`src/common/reassembly_pkg.sv`:
```
package reassembly_pkg;

    //////////////////////////////////////////////////////////////////////
    // Sizes
    //////////////////////////////////////////////////////////////////////

    // Fragment slots working in parallel
    localparam int num_slots = 4;

    // Bytes per slot FIFO, also the longest packet accepted
    localparam int slot_depth = 2048;

    // Wide enough to hold slot_depth
    localparam int length_width = 12;

    //////////////////////////////////////////////////////////////////////
    // Types
    //////////////////////////////////////////////////////////////////////

    typedef logic [1:0] slot_index_t;

    // IPv4 identification field
    typedef logic [15:0] packet_id_t;

    typedef enum logic [1:0] {
        slot_idle,
        slot_capture,
        slot_drain
    } slot_state_t;

endpackage

```
`src/logic/sync_fifo.sv`:
```
`timescale 1ns/1ps

module sync_fifo #(
    parameter type payload_t = logic [7:0],
    parameter int  depth     = 16
) (
    input  logic     clock,
    input  logic     reset_n,
    input  logic     write_enable,
    input  payload_t write_data,
    input  logic     read_enable,
    output payload_t read_data,
    output logic     read_data_valid,
    output logic     full,
    output logic     empty
);

    payload_t                   memory [depth];
    logic [$clog2(depth)-1:0]   write_pointer;
    logic [$clog2(depth)-1:0]   read_pointer;
    logic [$clog2(depth):0]     count;
    logic                       do_write;
    logic                       do_read;

    assign full     = (count == depth);
    assign empty    = (count == 0);

    // Writes into a full buffer and reads from an empty one are dropped
    assign do_write = write_enable && !full;
    assign do_read  = read_enable && !empty;

    always_ff @(posedge clock) begin
        if (do_write) begin
            memory[write_pointer] <= write_data;
        end
        if (do_read) begin
            read_data <= memory[read_pointer];
        end
    end

    always_ff @(posedge clock or negedge reset_n) begin
        if (!reset_n) begin
            write_pointer   <= '0;
            read_pointer    <= '0;
            count           <= '0;
            read_data_valid <= 1'b0;
        end else begin
            if (do_write) begin
                write_pointer <= write_pointer + 1'b1;
            end
            if (do_read) begin
                read_pointer <= read_pointer + 1'b1;
            end
            // Strobe lines up with the registered read data
            read_data_valid <= do_read;
            case ({do_write, do_read})
                2'b10:   count <= count + 1'b1;
                2'b01:   count <= count - 1'b1;
                default: count <= count;
            endcase
        end
    end

endmodule

```
`src/logic/drain_arbiter.sv`:
```
`timescale 1ns/1ps

module drain_arbiter (
    input  logic                                clock,
    input  logic                                reset_n,
    input  logic [reassembly_pkg::num_slots-1:0] complete,
    input  logic [7:0]                          slot_byte_data [reassembly_pkg::num_slots],
    input  logic [reassembly_pkg::num_slots-1:0] slot_byte_valid,
    input  logic [reassembly_pkg::num_slots-1:0] slot_byte_last,
    input  reassembly_pkg::packet_id_t          slot_packet_id [reassembly_pkg::num_slots],
    output logic [reassembly_pkg::num_slots-1:0] drain_read,
    input  logic                                out_ready,
    output logic [7:0]                          out_data,
    output logic                                out_valid,
    output logic                                out_last,
    output reassembly_pkg::packet_id_t          out_packet_id
);

    reassembly_pkg::slot_index_t    complete_index;
    reassembly_pkg::slot_index_t    queue_data;
    logic                           queue_data_valid;
    logic                           queue_empty;
    logic                           queue_pop;
    logic                           busy;
    logic                           selected;
    reassembly_pkg::slot_index_t    active;

    // At most one slot completes per cycle
    always_comb begin
        complete_index = '0;
        for (int i = 0; i < reassembly_pkg::num_slots; i++) begin
            if (complete[i]) begin
                complete_index = reassembly_pkg::slot_index_t'(i);
            end
        end
    end

    // Completed slots in order of completion
    sync_fifo #(
        .payload_t (reassembly_pkg::slot_index_t),
        .depth     (reassembly_pkg::num_slots)
    ) completion_fifo (
        .clock           (clock),
        .reset_n         (reset_n),
        .write_enable    (|complete),
        .write_data      (complete_index),
        .read_enable     (queue_pop),
        .read_data       (queue_data),
        .read_data_valid (queue_data_valid),
        .full            (),
        .empty           (queue_empty)
    );

    // Next slot only once the previous packet has fully left
    assign queue_pop = !busy && !queue_empty;

    always_ff @(posedge clock or negedge reset_n) begin
        if (!reset_n) begin
            busy     <= 1'b0;
            selected <= 1'b0;
            active   <= '0;
        end else begin
            if (queue_pop) begin
                busy <= 1'b1;
            end
            if (queue_data_valid) begin
                active   <= queue_data;
                selected <= 1'b1;
            end
            if (selected && slot_byte_last[active]) begin
                busy     <= 1'b0;
                selected <= 1'b0;
            end
        end
    end

    // Output mux from the active slot
    always_comb begin
        drain_read         = '0;
        drain_read[active] = selected && out_ready;
    end

    assign out_data      = slot_byte_data[active];
    assign out_valid     = selected && slot_byte_valid[active];
    assign out_last      = selected && slot_byte_last[active];
    assign out_packet_id = slot_packet_id[active];

endmodule

```
`config.mk`:
```
export PLATFORM = sky130hd
export DESIGN_NAME = drain_arbiter
export DESIGN_NICKNAME = d
export VERILOG_FILES = /design/src/common/reassembly_pkg.sv /design/src/logic/sync_fifo.sv /design/src/logic/drain_arbiter.sv
export SDC_FILE = /design/constraint.sdc
export NUM_CORES = 1
export LEC_CHECK = 0
export CAP_MARGIN = 20
export CORE_ASPECT_RATIO = 1.1
export CORE_UTILIZATION = 45
export CTS_CLUSTER_SIZE = 28
export DETAILED_ROUTE_END_ITERATION = 10
export DONT_BUFFER_PORTS = 1
export REMOVE_ABC_BUFFERS = 1
export SYNTH_ARGS = -nofsm -noshare
export SYNTH_HDL_FRONTEND = slang
export SYNTH_SLANG_ARGS = --single-unit
```
`constraint.sdc`:
```
create_clock -name clock -period 5.3 [get_ports clock]
set_input_delay 0.53 -clock clock [delete_from_list [all_inputs] [get_ports clock]]
set_output_delay 0.53 -clock clock [all_outputs]
set_load 0.05 [all_outputs]
```
==> flow_metrics.tcl <==
set metrics [dict create \
    status "finished clean" \
    rr_worst_depth 8 \
    startpoint_type "register" \
    ys_types 28 \
    p_int_uw 581 \
    wirelength_um 3690 \
    hold_buffers 1 \
    clkTransAtPathRegs_ns 0.11 \
    report.final.slew_viol_count 0 \
    synthCells 108 \
    ys_warn_count 0 \
    vias_per_cell 6.27 \
    core-area_mm2 0.00339 \
    p_clk_frac 0.058 \
    final_nets 228 \
    cts_root_buf "clkbuf_4" \
    p_leak_nw 0.625 \
    grt_pass1_vias 1002 \
    num_vias 1003 \
    slew_headroom 0.268 \
    combPwrFrac 0.643 \
    post-dp-hpwl_um 3270 \
    drc 0 \
    clock_latency_ns 0.30 \
    yosysTopAreaCell "mux4_2" \
    worst_pin_slew_ns 1.10 \
    wl_per_cell_um 23.0 \
    seqPwrFrac 0.299 \
    synthesis.area_mm2 0.00162 \
    hp-class "primary input to register" \
    drtAntennaViolNets 0 \
    setup_tns_ns 0 \
    worst-path-max-fanout 31 \
    cp.arrival_ns 2.32 \
    postCtsSetupBuffers 0 \
    cts_max_level 1 \
    p_sw_frac 0.559 \
    ios 141 \
    antenna_found_initial 6 \
    setup_viol 0 \
    synth_area_leaders "mux4_2 (38%), dfrtp_1 (19%), edfxtp_1 (19%)" \
    rows 22 \
    placed_cell_area_mm2 0.00166 \
    grt_pass1_wl_um 5020 \
    yosys-top-cells-count "mux4_2 (27), dfrtp_1 (12), edfxtp_1 (10), inv_1 (9), nor2_1 (6)" \
    yosysTopAreaCellShare 0.376 \
    initial_core_util 0.478 \
    drt-pass1-iter-count 4 \
    drt_iter0_markers 39 \
    fin_crit_sh 0.538 \
    grt_overflow 0 \
    hold_viol 0 \
    syn_to_final_growth_pct 5.26 \
    worst_slack_ns 2.45 \
    cts_buffers 3 \
    post_cts_resized 0 \
    cts_tree "yes" \
    synth_most_common_cell "mux4_2" \
    skew_ns 0.00582 \
    worst_hold_slack_ns 0.465 \
    die_h_um 64.9 \
    portBuffers 0 \
    grt_max_degree 32 \
    cp.required_ns 4.77 \
    synth_edf_count 10 \
    die_w_um 59.2 \
    period_minus_slack_ns 2.85 \
    hold_depth 1 \
    maxCapViolCount 0 \
    critical_path_class "register to output port" \
    cts_sinks 22 \
    ys_ff_latch 22 \
    track_usage 0.184 \
    max-clock-path-buffers 2 \
    vdd.ir_drop.worst_mv 0.291 \
    drive_gt1_frac 0.345 \
    ys.flop_type "dfrtp_1" \
    final_cell_area_mm2 0.00170 \
    power_density_mw_per_mm2 775 \
    gp_congestion 0.765 \
    cp-end-kind "output port" \
    syn_avg_cell_area_um2 15.0 \
    synth-seq-area-share 0.371 \
    max_freq_ghz 0.351 \
    rsz0062_at_grt "false" \
    r2r_slack_ns 3.27 \
    async_flop_share 0.545 \
    die_area_mm2 0.00384 \
    p_switching_uw 738 \
    place_ws_ns 2.77 \
]
-- final cells by class --
type,count,area (um^2)
inverter,9,33.8
clock buffer,4,26.3
sequential,22,602
tap,48,60.1
timing repair buffer,4,32.5
multi-input combinational,71,943
antenna,2,5.00
fill,289,1680
-- cells by family (layout without fill, tap and decap cells) --
| kind of cell | Yosys count | after routing | synth area share |
|---|---|---|---|
| buffers and inverters | 15 | 17 | 0.0456 |
| AOI/OAI and AO/OA | 5 | 5 | 0.0224 |
| adders and majority gates | 6 | 6 | 0.0510 |
| DFF | 22 | 22 | 0.371 |
| muxes | 32 | 32 | 0.408 |
| and+or+nand+nor | 22 | 22 | 0.0688 |
| xor gates and xnor gates | 6 | 6 | 0.0325 |
| other | 0 | 2 | 0 |
-- cells in the final DEF (no fill, tap or decap), drive strengths merged, types with 2 or more instances in the layout --
cell type / count
dfrtp: 12
buf: 3
nor2: 6
and2: 5
nand2: 3
inv: 9
xnor2: 2
mux2: 2
ha: 5
edfxtp: 10
mux2i: 3
clkbuf: 4
mux4: 27
diode: 2
nor3: 3
xor2: 4
-- registers in the layout, summed over array words and instances, names as in the netlist --
register / flops
active: 2
busy: 1
completion_fifo.count: 3
completion_fifo.memory: 8
completion_fifo.read_data: 2
completion_fifo.read_data_valid: 1
completion_fifo.read_pointer: 2
completion_fifo.write_pointer: 2
selected: 1
-- worst max-delay path, cell delays in order (launching register included) --
cell	delay [ns]
dfrtp_1	1.08
nand3_1	0.19
nor2_1	0.74
-- per-layer routing --
| layer | GRT usage | wire, um |
|---|---|---|
| met5 | 0 | 56 |
| met3 | 0.118 | 514 |
| met2 | 0.286 | 1790 |
| met4 | 0.0446 | 8 |
| met1 | 0.212 | 1320 |
-- metrics by stage --
step                instances  utilization  power (mW)
finish                    160        0.503        1.32
floorplan                 102            -        1.17
detailed placement        153        0.491        1.25
global placement          153        0.491        1.24
global route              159        0.502        1.40
CTS                       158        0.501        1.33
-- final timing paths --
| kind | start | endpoint |
|---|---|---|
| max | active[1] | drain_read[2] |
| min | complete[3] | completion_fifo.memory[2][1] |
| max reg2reg | completion_fifo.count[2] | completion_fifo.count[2] |
| min reg2reg | completion_fifo.read_data[0] | active[0] |
| max in group asynchronous | reset_n | active[0] |
| min in group asynchronous | reset_n | completion_fifo.count[1] |
-- power groups by stage --
stage	clock network, mW	logic (mW)	registers (mW)
after detailed placement	0	0.852	0.403
after floorplan	0	0.794	0.372
after global placement	0	0.842	0.394
after global routing	0.0903	0.893	0.413
final	0.0763	0.848	0.394
after CTS	0.0799	0.854	0.399
Power figures use the tool's default switching activity.
